`src/rtl/front_end_defines.svh`:
```
`ifndef FRONT_END_DEFINES_SVH
`define FRONT_END_DEFINES_SVH

// Address and instruction widths
`define XLEN 32
`define ILEN 32

// Global history length, also the gshare index width
`define HLEN 4

// BTB index width (16 entries)
`define BTB_BITS 4

// First pc fetched after reset
`define BOOT_PC 32'h0000_1000

`endif
```
`src/rtl/front_end_pkg.sv`:
```
`default_nettype none

`include "front_end_defines.svh"

package front_end_pkg;

  // Prediction attached to every fetched instruction
  typedef struct packed {
    logic [`XLEN-1:0] pc;
    // BTB matched this pc
    logic             hit;
    // Hit and counter upper bit set
    logic             taken;
    // Only meaningful on a hit
    logic [`XLEN-1:0] target;
  } prediction_t;

  // Branch outcome from the execute stage
  typedef struct packed {
    logic             valid;
    // Outcome differs from the prediction that was issued
    logic             mispredict;
    logic             taken;
    logic [`XLEN-1:0] pc;
    logic [`XLEN-1:0] target;
  } resolution_t;

endpackage

`default_nettype wire

```
`src/rtl/btb_if.sv`:
```
`timescale 1ns/1ps
`default_nettype none

`include "front_end_defines.svh"

interface btb_if;

  // Combinational lookup
  logic [`XLEN-1:0] lookup_pc;
  logic             hit;
  logic [`XLEN-1:0] target;

  // One-cycle write strobe, written at the next edge
  logic             upd_valid;
  logic [`XLEN-1:0] upd_pc;
  logic [`XLEN-1:0] upd_target;

  // Predictor side drives lookup and update
  modport predictor (output lookup_pc, upd_valid, upd_pc, upd_target, input hit, target);

  // Table side answers the lookup
  modport tbl (input lookup_pc, upd_valid, upd_pc, upd_target, output hit, target);

endinterface

`default_nettype wire

```
`src/rtl/front_end.sv`:
```
`timescale 1ns/1ps
`default_nettype none

`include "front_end_defines.svh"

module front_end (
  input  wire logic                        clk_i,
  input  wire logic                        arst_n_i,
  input  wire logic                        flush_i,
  // Instruction cache
  output logic [`XLEN-1:0]                 addr_o,
  output logic                             addr_valid_o,
  input  wire logic                        addr_ready_i,
  input  wire logic [`ILEN-1:0]            data_i,
  input  wire logic                        data_valid_i,
  output logic                             data_ready_o,
  // Decode
  input  wire logic                        issue_ready_i,
  output logic                             issue_valid_o,
  output logic [`ILEN-1:0]                 instruction_o,
  output front_end_pkg::prediction_t       pred_o,
  // Branch unit
  input  wire front_end_pkg::resolution_t  res_i,
  // Exception redirect
  input  wire logic                        except_i,
  input  wire logic [`XLEN-1:0]            except_pc_i
);

  import front_end_pkg::*;

  logic [`XLEN-1:0] pc;
  logic             fetch_ready;
  // Prediction for the pc being requested now
  prediction_t      pred;

  fetch_stage u_fetch_stage (
    .clk_i         (clk_i),
    .arst_n_i      (arst_n_i),
    .flush_i       (flush_i),
    .pc_i          (pc),
    .fetch_ready_o (fetch_ready),
    .pred_o        (pred),
    .res_i         (res_i),
    .addr_o        (addr_o),
    .addr_valid_o  (addr_valid_o),
    .addr_ready_i  (addr_ready_i),
    .data_i        (data_i),
    .data_valid_i  (data_valid_i),
    .data_ready_o  (data_ready_o),
    .issue_ready_i (issue_ready_i),
    .issue_valid_o (issue_valid_o),
    .instruction_o (instruction_o),
    .issued_pred_o (pred_o)
  );

  // Resolution also trains the predictor inside fetch
  pc_gen_stage u_pc_gen_stage (
    .clk_i         (clk_i),
    .arst_n_i      (arst_n_i),
    .except_i      (except_i),
    .except_pc_i   (except_pc_i),
    .res_i         (res_i),
    .pred_i        (pred),
    .fetch_ready_i (fetch_ready),
    .pc_o          (pc)
  );

endmodule

`default_nettype wire

```
`src/rtl/fetch_stage.sv`:
```
`timescale 1ns/1ps
`default_nettype none

`include "front_end_defines.svh"

module fetch_stage (
  input  wire logic                        clk_i,
  input  wire logic                        arst_n_i,
  input  wire logic                        flush_i,
  // pc generator side
  input  wire logic [`XLEN-1:0]            pc_i,
  output logic                             fetch_ready_o,
  output front_end_pkg::prediction_t       pred_o,
  // Branch unit
  input  wire front_end_pkg::resolution_t  res_i,
  // Instruction cache
  output logic [`XLEN-1:0]                 addr_o,
  output logic                             addr_valid_o,
  input  wire logic                        addr_ready_i,
  input  wire logic [`ILEN-1:0]            data_i,
  input  wire logic                        data_valid_i,
  output logic                             data_ready_o,
  // Decode
  input  wire logic                        issue_ready_i,
  output logic                             issue_valid_o,
  output logic [`ILEN-1:0]                 instruction_o,
  output front_end_pkg::prediction_t       issued_pred_o
);

  import front_end_pkg::*;

  // Outstanding request queue, two entries, in order
  prediction_t q_pred [2];
  logic [1:0]  q_drop_q;
  logic        wr_ptr_q;
  logic        rd_ptr_q;
  logic [1:0]  count_q;

  // Issue buffer
  logic        buf_valid_q;
  logic [`ILEN-1:0] buf_instr_q;
  prediction_t buf_pred_q;

  logic push;
  logic pop;
  logic fill;

  btb_if u_btb_if ();

  branch_predictor u_branch_predictor (
    .clk_i    (clk_i),
    .arst_n_i (arst_n_i),
    .pc_i     (pc_i),
    .res_i    (res_i),
    .pred_o   (pred_o),
    .btb_port (u_btb_if.predictor)
  );

  btb u_btb (
    .clk_i    (clk_i),
    .arst_n_i (arst_n_i),
    .port     (u_btb_if.tbl)
  );

  // Request while the queue has room and no flush
  assign addr_o        = pc_i;
  assign addr_valid_o  = (count_q != 2'd2) && !flush_i;
  assign fetch_ready_o = addr_valid_o && addr_ready_i;
  assign push          = fetch_ready_o;

  // Accept a response only if the buffer is free or draining now
  assign data_ready_o  = !buf_valid_q || issue_ready_i;
  assign pop           = data_valid_i && data_ready_o;
  // Dropped or flushed responses are swallowed
  assign fill          = pop && !q_drop_q[rd_ptr_q] && !flush_i;

  always_ff @(posedge clk_i or negedge arst_n_i) begin
    if (!arst_n_i) begin
      wr_ptr_q <= 1'b0;
      rd_ptr_q <= 1'b0;
      count_q  <= 2'd0;
    end else begin
      if (push) begin
        wr_ptr_q <= wr_ptr_q + 1'b1;
      end
      if (pop) begin
        rd_ptr_q <= rd_ptr_q + 1'b1;
      end
      if (push && !pop) begin
        count_q <= count_q + 2'd1;
      end else if (pop && !push) begin
        count_q <= count_q - 2'd1;
      end
    end
  end

  // Flush marks every outstanding request; no push happens then
  always_ff @(posedge clk_i or negedge arst_n_i) begin
    if (!arst_n_i) begin
      q_drop_q <= 2'b00;
    end else if (flush_i) begin
      q_drop_q <= 2'b11;
    end else if (push) begin
      q_drop_q[wr_ptr_q] <= 1'b0;
    end
  end

  // Prediction saved at request time
  always_ff @(posedge clk_i) begin
    if (push) begin
      q_pred[wr_ptr_q] <= pred_o;
    end
  end

  // Buffer state, fill wins over drain
  always_ff @(posedge clk_i or negedge arst_n_i) begin
    if (!arst_n_i) begin
      buf_valid_q <= 1'b0;
    end else if (flush_i) begin
      buf_valid_q <= 1'b0;
    end else if (fill) begin
      buf_valid_q <= 1'b1;
    end else if (issue_ready_i) begin
      buf_valid_q <= 1'b0;
    end
  end

  // Payload only changes on fill, so it holds under stall
  always_ff @(posedge clk_i) begin
    if (fill) begin
      buf_instr_q <= data_i;
      buf_pred_q  <= q_pred[rd_ptr_q];
    end
  end

  assign issue_valid_o = buf_valid_q;
  assign instruction_o = buf_instr_q;
  assign issued_pred_o = buf_pred_q;

endmodule

`default_nettype wire

```
`src/rtl/pc_gen_stage.sv`:
```
`timescale 1ns/1ps
`default_nettype none

`include "front_end_defines.svh"

module pc_gen_stage (
  input  wire logic                        clk_i,
  input  wire logic                        arst_n_i,
  input  wire logic                        except_i,
  input  wire logic [`XLEN-1:0]            except_pc_i,
  input  wire front_end_pkg::resolution_t  res_i,
  input  wire front_end_pkg::prediction_t  pred_i,
  input  wire logic                        fetch_ready_i,
  output logic [`XLEN-1:0]                 pc_o
);

  logic [`XLEN-1:0] pc_q;
  logic [`XLEN-1:0] next_pc;

  // Next pc by priority, exception first
  always_comb begin
    next_pc = pc_q;
    if (except_i) begin
      next_pc = except_pc_i;
    end else if (res_i.valid && res_i.mispredict) begin
      // Recover on the real outcome
      next_pc = res_i.taken ? res_i.target : res_i.pc + `XLEN'd4;
    end else if (fetch_ready_i) begin
      // Cache took this pc, follow the prediction
      next_pc = pred_i.taken ? pred_i.target : pc_q + `XLEN'd4;
    end
  end

  always_ff @(posedge clk_i or negedge arst_n_i) begin
    if (!arst_n_i) begin
      pc_q <= `BOOT_PC;
    end else begin
      pc_q <= next_pc;
    end
  end

  assign pc_o = pc_q;

endmodule

`default_nettype wire

```
`src/rtl/branch_predictor.sv`:
```
`timescale 1ns/1ps
`default_nettype none

`include "front_end_defines.svh"

module branch_predictor (
  input  wire logic                        clk_i,
  input  wire logic                        arst_n_i,
  input  wire logic [`XLEN-1:0]            pc_i,
  input  wire front_end_pkg::resolution_t  res_i,
  output front_end_pkg::prediction_t       pred_o,
  btb_if.predictor                         btb_port
);

  localparam int unsigned COUNTERS = 2 ** `HLEN;

  // Global history, newest outcome in bit 0
  logic [`HLEN-1:0] hist_q;
  // Two-bit saturating counters, 2'b01 is weakly not-taken
  logic [1:0]       ctr_q [COUNTERS];

  logic [`HLEN-1:0] rd_idx;
  logic [`HLEN-1:0] upd_idx;

  // gshare index for lookup and for training
  assign rd_idx  = pc_i[`HLEN+1:2] ^ hist_q;
  assign upd_idx = res_i.pc[`HLEN+1:2] ^ hist_q;

  // BTB lookup on the current pc
  assign btb_port.lookup_pc = pc_i;

  // Only taken branches allocate a BTB entry
  assign btb_port.upd_valid  = res_i.valid && res_i.taken;
  assign btb_port.upd_pc     = res_i.pc;
  assign btb_port.upd_target = res_i.target;

  // Direction only counts on a BTB hit
  assign pred_o.pc     = pc_i;
  assign pred_o.hit    = btb_port.hit;
  assign pred_o.taken  = btb_port.hit && ctr_q[rd_idx][1];
  assign pred_o.target = btb_port.target;

  // Counter and history train at resolution only
  always_ff @(posedge clk_i or negedge arst_n_i) begin
    if (!arst_n_i) begin
      hist_q <= '0;
      ctr_q  <= '{default: 2'b01};
    end else if (res_i.valid) begin
      hist_q <= {hist_q[`HLEN-2:0], res_i.taken};
      // Saturate at both ends
      if (res_i.taken) begin
        if (ctr_q[upd_idx] != 2'b11) begin
          ctr_q[upd_idx] <= ctr_q[upd_idx] + 2'd1;
        end
      end else if (ctr_q[upd_idx] != 2'b00) begin
        ctr_q[upd_idx] <= ctr_q[upd_idx] - 2'd1;
      end
    end
  end

endmodule

`default_nettype wire

```
`src/rtl/btb.sv`:
```
`timescale 1ns/1ps
`default_nettype none

`include "front_end_defines.svh"

module btb (
  input  wire logic clk_i,
  input  wire logic arst_n_i,
  btb_if.tbl        port
);

  localparam int unsigned ENTRIES = 2 ** `BTB_BITS;
  // Upper pc bits above the index and the byte offset
  localparam int unsigned TAG_W   = `XLEN - `BTB_BITS - 2;

  logic [ENTRIES-1:0]   valid_q;
  logic [TAG_W-1:0]     tag_q    [ENTRIES];
  logic [`XLEN-1:0]     target_q [ENTRIES];

  logic [`BTB_BITS-1:0] rd_idx;
  logic [TAG_W-1:0]     rd_tag;
  logic [`BTB_BITS-1:0] wr_idx;

  // Lookup split into index and tag
  assign rd_idx = port.lookup_pc[`BTB_BITS+1:2];
  assign rd_tag = port.lookup_pc[`XLEN-1:`BTB_BITS+2];
  assign wr_idx = port.upd_pc[`BTB_BITS+1:2];

  // Hit needs a valid entry with the same tag
  assign port.hit    = valid_q[rd_idx] && (tag_q[rd_idx] == rd_tag);
  assign port.target = target_q[rd_idx];

  // All entries start invalid
  always_ff @(posedge clk_i or negedge arst_n_i) begin
    if (!arst_n_i) begin
      valid_q <= '0;
    end else if (port.upd_valid) begin
      valid_q[wr_idx] <= 1'b1;
    end
  end

  // Tag and target storage
  always_ff @(posedge clk_i) begin
    if (port.upd_valid) begin
      tag_q[wr_idx]    <= port.upd_pc[`XLEN-1:`BTB_BITS+2];
      target_q[wr_idx] <= port.upd_target;
    end
  end

endmodule

`default_nettype wire

```
`config.mk`:
```
export PLATFORM = sky130hd
export DESIGN_NAME = front_end
export DESIGN_NICKNAME = d
export VERILOG_FILES = /design/src/rtl/front_end_pkg.sv /design/src/rtl/btb_if.sv /design/src/rtl/front_end.sv /design/src/rtl/fetch_stage.sv /design/src/rtl/pc_gen_stage.sv /design/src/rtl/branch_predictor.sv /design/src/rtl/btb.sv
export VERILOG_INCLUDE_DIRS = /design/src /design/src/rtl
export SDC_FILE = /design/constraint.sdc
export NUM_CORES = 1
export LEC_CHECK = 0
export BUFFER_PORTS_ARGS = -buffer_cell sky130_fd_sc_hd__buf_4
export CORE_ASPECT_RATIO = 0.8
export CORE_MARGIN = 3
export CORE_UTILIZATION = 23
export DETAILED_ROUTE_END_ITERATION = 16
export GPL_TIMING_DRIVEN = 1
export PLACE_DENSITY = 0.35
export SLEW_MARGIN = 20
export SYNTH_ARGS = -nofsm -noshare
export SYNTH_HDL_FRONTEND = slang
export SYNTH_HIERARCHICAL = 1
export SYNTH_SLANG_ARGS = --single-unit
```
`constraint.sdc`:
```
create_clock -name clk_i -period 10.6 [get_ports clk_i]
set_input_delay 1.59 -clock clk_i [delete_from_list [all_inputs] [get_ports clk_i]]
set_output_delay 1.59 -clock clk_i [all_outputs]
set_load 0.005 [all_outputs]
```
==> flow_metrics.env <==
export IMPL_outcome="complete, no violations"
export IMPL_worst_slew_pin_slew_ns=1.10
export IMPL_fill_cells=22000
export IMPL_cts_buffers=153
export IMPL_finalSetupTns_ns=0
export IMPL_finish_net_count=2992
export IMPL_first_pass_iters=6
export IMPL_cts_sinks=1249
export IMPL_cp_slowest_cell="dfrtp_4"
export IMPL_routed_wl_um=171000
export IMPL_antenna_found_initial=23
export IMPL_grt_pass1_vias=27400
export IMPL_grt_remaining_overflow=0
export IMPL_drt_iter0_drc=2580
export IMPL_crit_chain="buf_4 > mux4_2 > inv_1 > o21ai_0 > o221ai_1 > nand3_1 > or4_1 > a2111oi_2 > nand2_1 > nor2_1 > nand2_1 > nand4_1 > clkinv_1 > nand3_1 > o21ai_0 > a21o_1 > a21oi_1 > a22o_1"
export IMPL_cp_arrival_ns=7.61
export IMPL_final_layout_size_suffix_gt1_share_pct=34.5
export IMPL_end_kind="register"
export IMPL_finalSetupViolations=0
export IMPL_total_power_uw=13500
export IMPL_post_route_util_pct=27.4
export IMPL_htreeDepth=4
export IMPL_min_period_ns=6.89
export IMPL_synthCells=2644
export IMPL_relSlewSlack_pct=26.1
export IMPL_syn_cell_area_um2=51300
export IMPL_ant_nets=0
export IMPL_cp_max_fo=63
export IMPL_coreArea_um2=221000
export IMPL_ir_worst_vdd_v=0.000121
export IMPL_clock_latency_ns=0.81
export IMPL_grt_start_max_net_pins=101
export IMPL_clock_root_buffer="clkbuf_16"
export IMPL_dp_hpwl_um=108000
export IMPL_slowest_delay_ns=1.06
export IMPL_row_count=154
export IMPL_gp_congestion=0.787
export IMPL_clk_pin_slew_worst_paths_ns=0.07
export IMPL_syn_avg_cell_area_um2=19.4
export IMPL_fp_dieH_um=428
export IMPL_seqCellArea_um2=37100
export IMPL_period_share_pct=65.0
export IMPL_power_density_nw_per_um2=222
export IMPL_io_pins=271
export IMPL_hold_viol_final=0
export IMPL_final_max_slew_violation_count=0
export IMPL_rsz0062_at_grt="false"
export IMPL_wl_per_cell_um=28.9
export IMPL_portBuffers=270
export IMPL_start_kind="register"
export IMPL_fmax_ghz=0.145
export IMPL_yosys_warnings=6
export IMPL_grt_usage_pct=14.7
export IMPL_dpl_cell_area_um2=55800
export IMPL_design_die_area_um2=229000
export IMPL_maxCapViolations=0
export IMPL_cts_tree="yes"
export IMPL_cts_buffer_depth=4
export IMPL_cts_repair_resized=0
export IMPL_leakagePower_uw=0.0195
export IMPL_initial_core_util_pct=23.2
export IMPL_skew_ns=0.0728
export IMPL_vias=26400
export IMPL_critPathRequiredTime_ns=11.32
export IMPL_dieWidth_um=534
export IMPL_multi_input_area_um2=12300
export IMPL_postCtsSetupBuffers=0
export IMPL_drc=0
export IMPL_area_growth_pct=18.2
export IMPL_design_area_um2=60600
export IMPL_hp_class="reg2reg"
export IMPL_grt_pass1_wl_um=236000
export IMPL_path_class="reg2reg"
export IMPL_cts_hold_buf=0
export IMPL_synth_nets=2787
export IMPL_viasPerCell=4.44
## sequential cells by signal, summed over array words and instances, names as in the netlist, 2 cells and up, named ones only
signal,flops
u_fetch_stage/count_q,2
u_fetch_stage/instruction_o,32
u_fetch_stage/issued_pred_o,66
u_fetch_stage/q_drop_q,2
u_fetch_stage/q_pred,132
u_fetch_stage/u_branch_predictor/ctr_q,16
u_fetch_stage/u_branch_predictor/hist_q,4
u_fetch_stage/u_btb/tag_q,416
u_fetch_stage/u_btb/target_q,512
u_fetch_stage/u_btb/valid_q,16
u_pc_gen_stage/pc_o,32
## metrics by stage
| stage | setup WS [ns] | cells | hold slack (ns) |
|---|---|---|---|
| finish | 3.71 | 5934 | 0.464 |
| global placement | 3.56 | 5655 | 0.445 |
| detailed placement | 3.66 | 5657 | 0.449 |
| global route | 3.31 | 5926 | 0.469 |
| floorplan | 2.82 | 2644 | 0.434 |
| CTS | 3.63 | 5925 | 0.464 |
## area by class of cell
class | count | area share [%]
multi-input combinational | 1079 | 20.3
clock inverter | 82 | 1.22
antenna | 8 | 0.0330
timing repair buffer | 350 | 4.49
clock buffer | 186 | 6.61
inverter | 16 | 0.0990
sequential | 1249 | 61.2
tap | 2964 | 6.12
## critical path: cells and delay by family (launching register included)
kind                   cells  cell delay, ns
and+or+nand+nor            7            1.62
muxes                      1            0.41
buffers and inverters      3            1.66
AOI/OAI and AO/OA          7            1.99
DFF                        1            1.06
## metal layers
metal | track usage [%] | routed length [um] | up-vias
met4 | 3.19 | 3570 | 6
li1 | - | - | 10900
met3 | 2.92 | 8870 | 206
met1 | 20.3 | 77900 | 14400
met5 | 0 | 40 | -
met2 | 23.7 | 81000 | 828
## cells in the final DEF, fill, tap and decap left out, types with 7 or more instances in the layout
master        n
mux2i_1      48
a22o_1        8
and3_1       16
o22ai_1      21
inv_1        15
a221oi_1      7
dfrtp_1      69
o21ai_1       8
a21oi_1      36
nor3_1       13
or2_2        16
buf_4       343
nor2_4       12
clkbuf_1     30
edfxtp_1   1158
nand3_1      44
nand4_1      18
clkbuf_16   155
mux4_2      272
mux2_4       20
xor2_1       51
and4_1        7
diode_2       8
clkinv_1     33
o21ai_0      34
a31oi_1       8
clkinv_2     25
nand2b_1     12
dfstp_2      17
nor2b_1       7
nor2_1       69
o211ai_1     11
nor3_2        7
nand2_1      82
mux2_2       90
bufinv_16    12
a211oi_1      9
xnor2_1      42
## where the power goes
part,internal [uW],switching (uW)
clock,2980,2070
combinational,1030,1330
sequential,5780,267
## final timing paths
kind / endpoint / cells past startpoint / startpoint / slack, ns
max: u_pc_gen_stage/pc_o[10] / 18 / u_pc_gen_stage/pc_o[3] / 3.71
min: u_fetch_stage/count_q[1] / 1 / u_fetch_stage/count_q[1] / 0.46
max reg2reg: u_pc_gen_stage/pc_o[10] / 18 / u_pc_gen_stage/pc_o[3] / 3.71
min reg2reg: u_fetch_stage/count_q[1] / 1 / u_fetch_stage/count_q[1] / 0.46
max in group asynchronous: u_pc_gen_stage/pc_o[2] / 2 / arst_n_i / 8.47
min in group asynchronous: u_fetch_stage/u_branch_predictor/hist_q[1] / 1 / arst_n_i / 0.81
(Power assumes the default switching activity.)
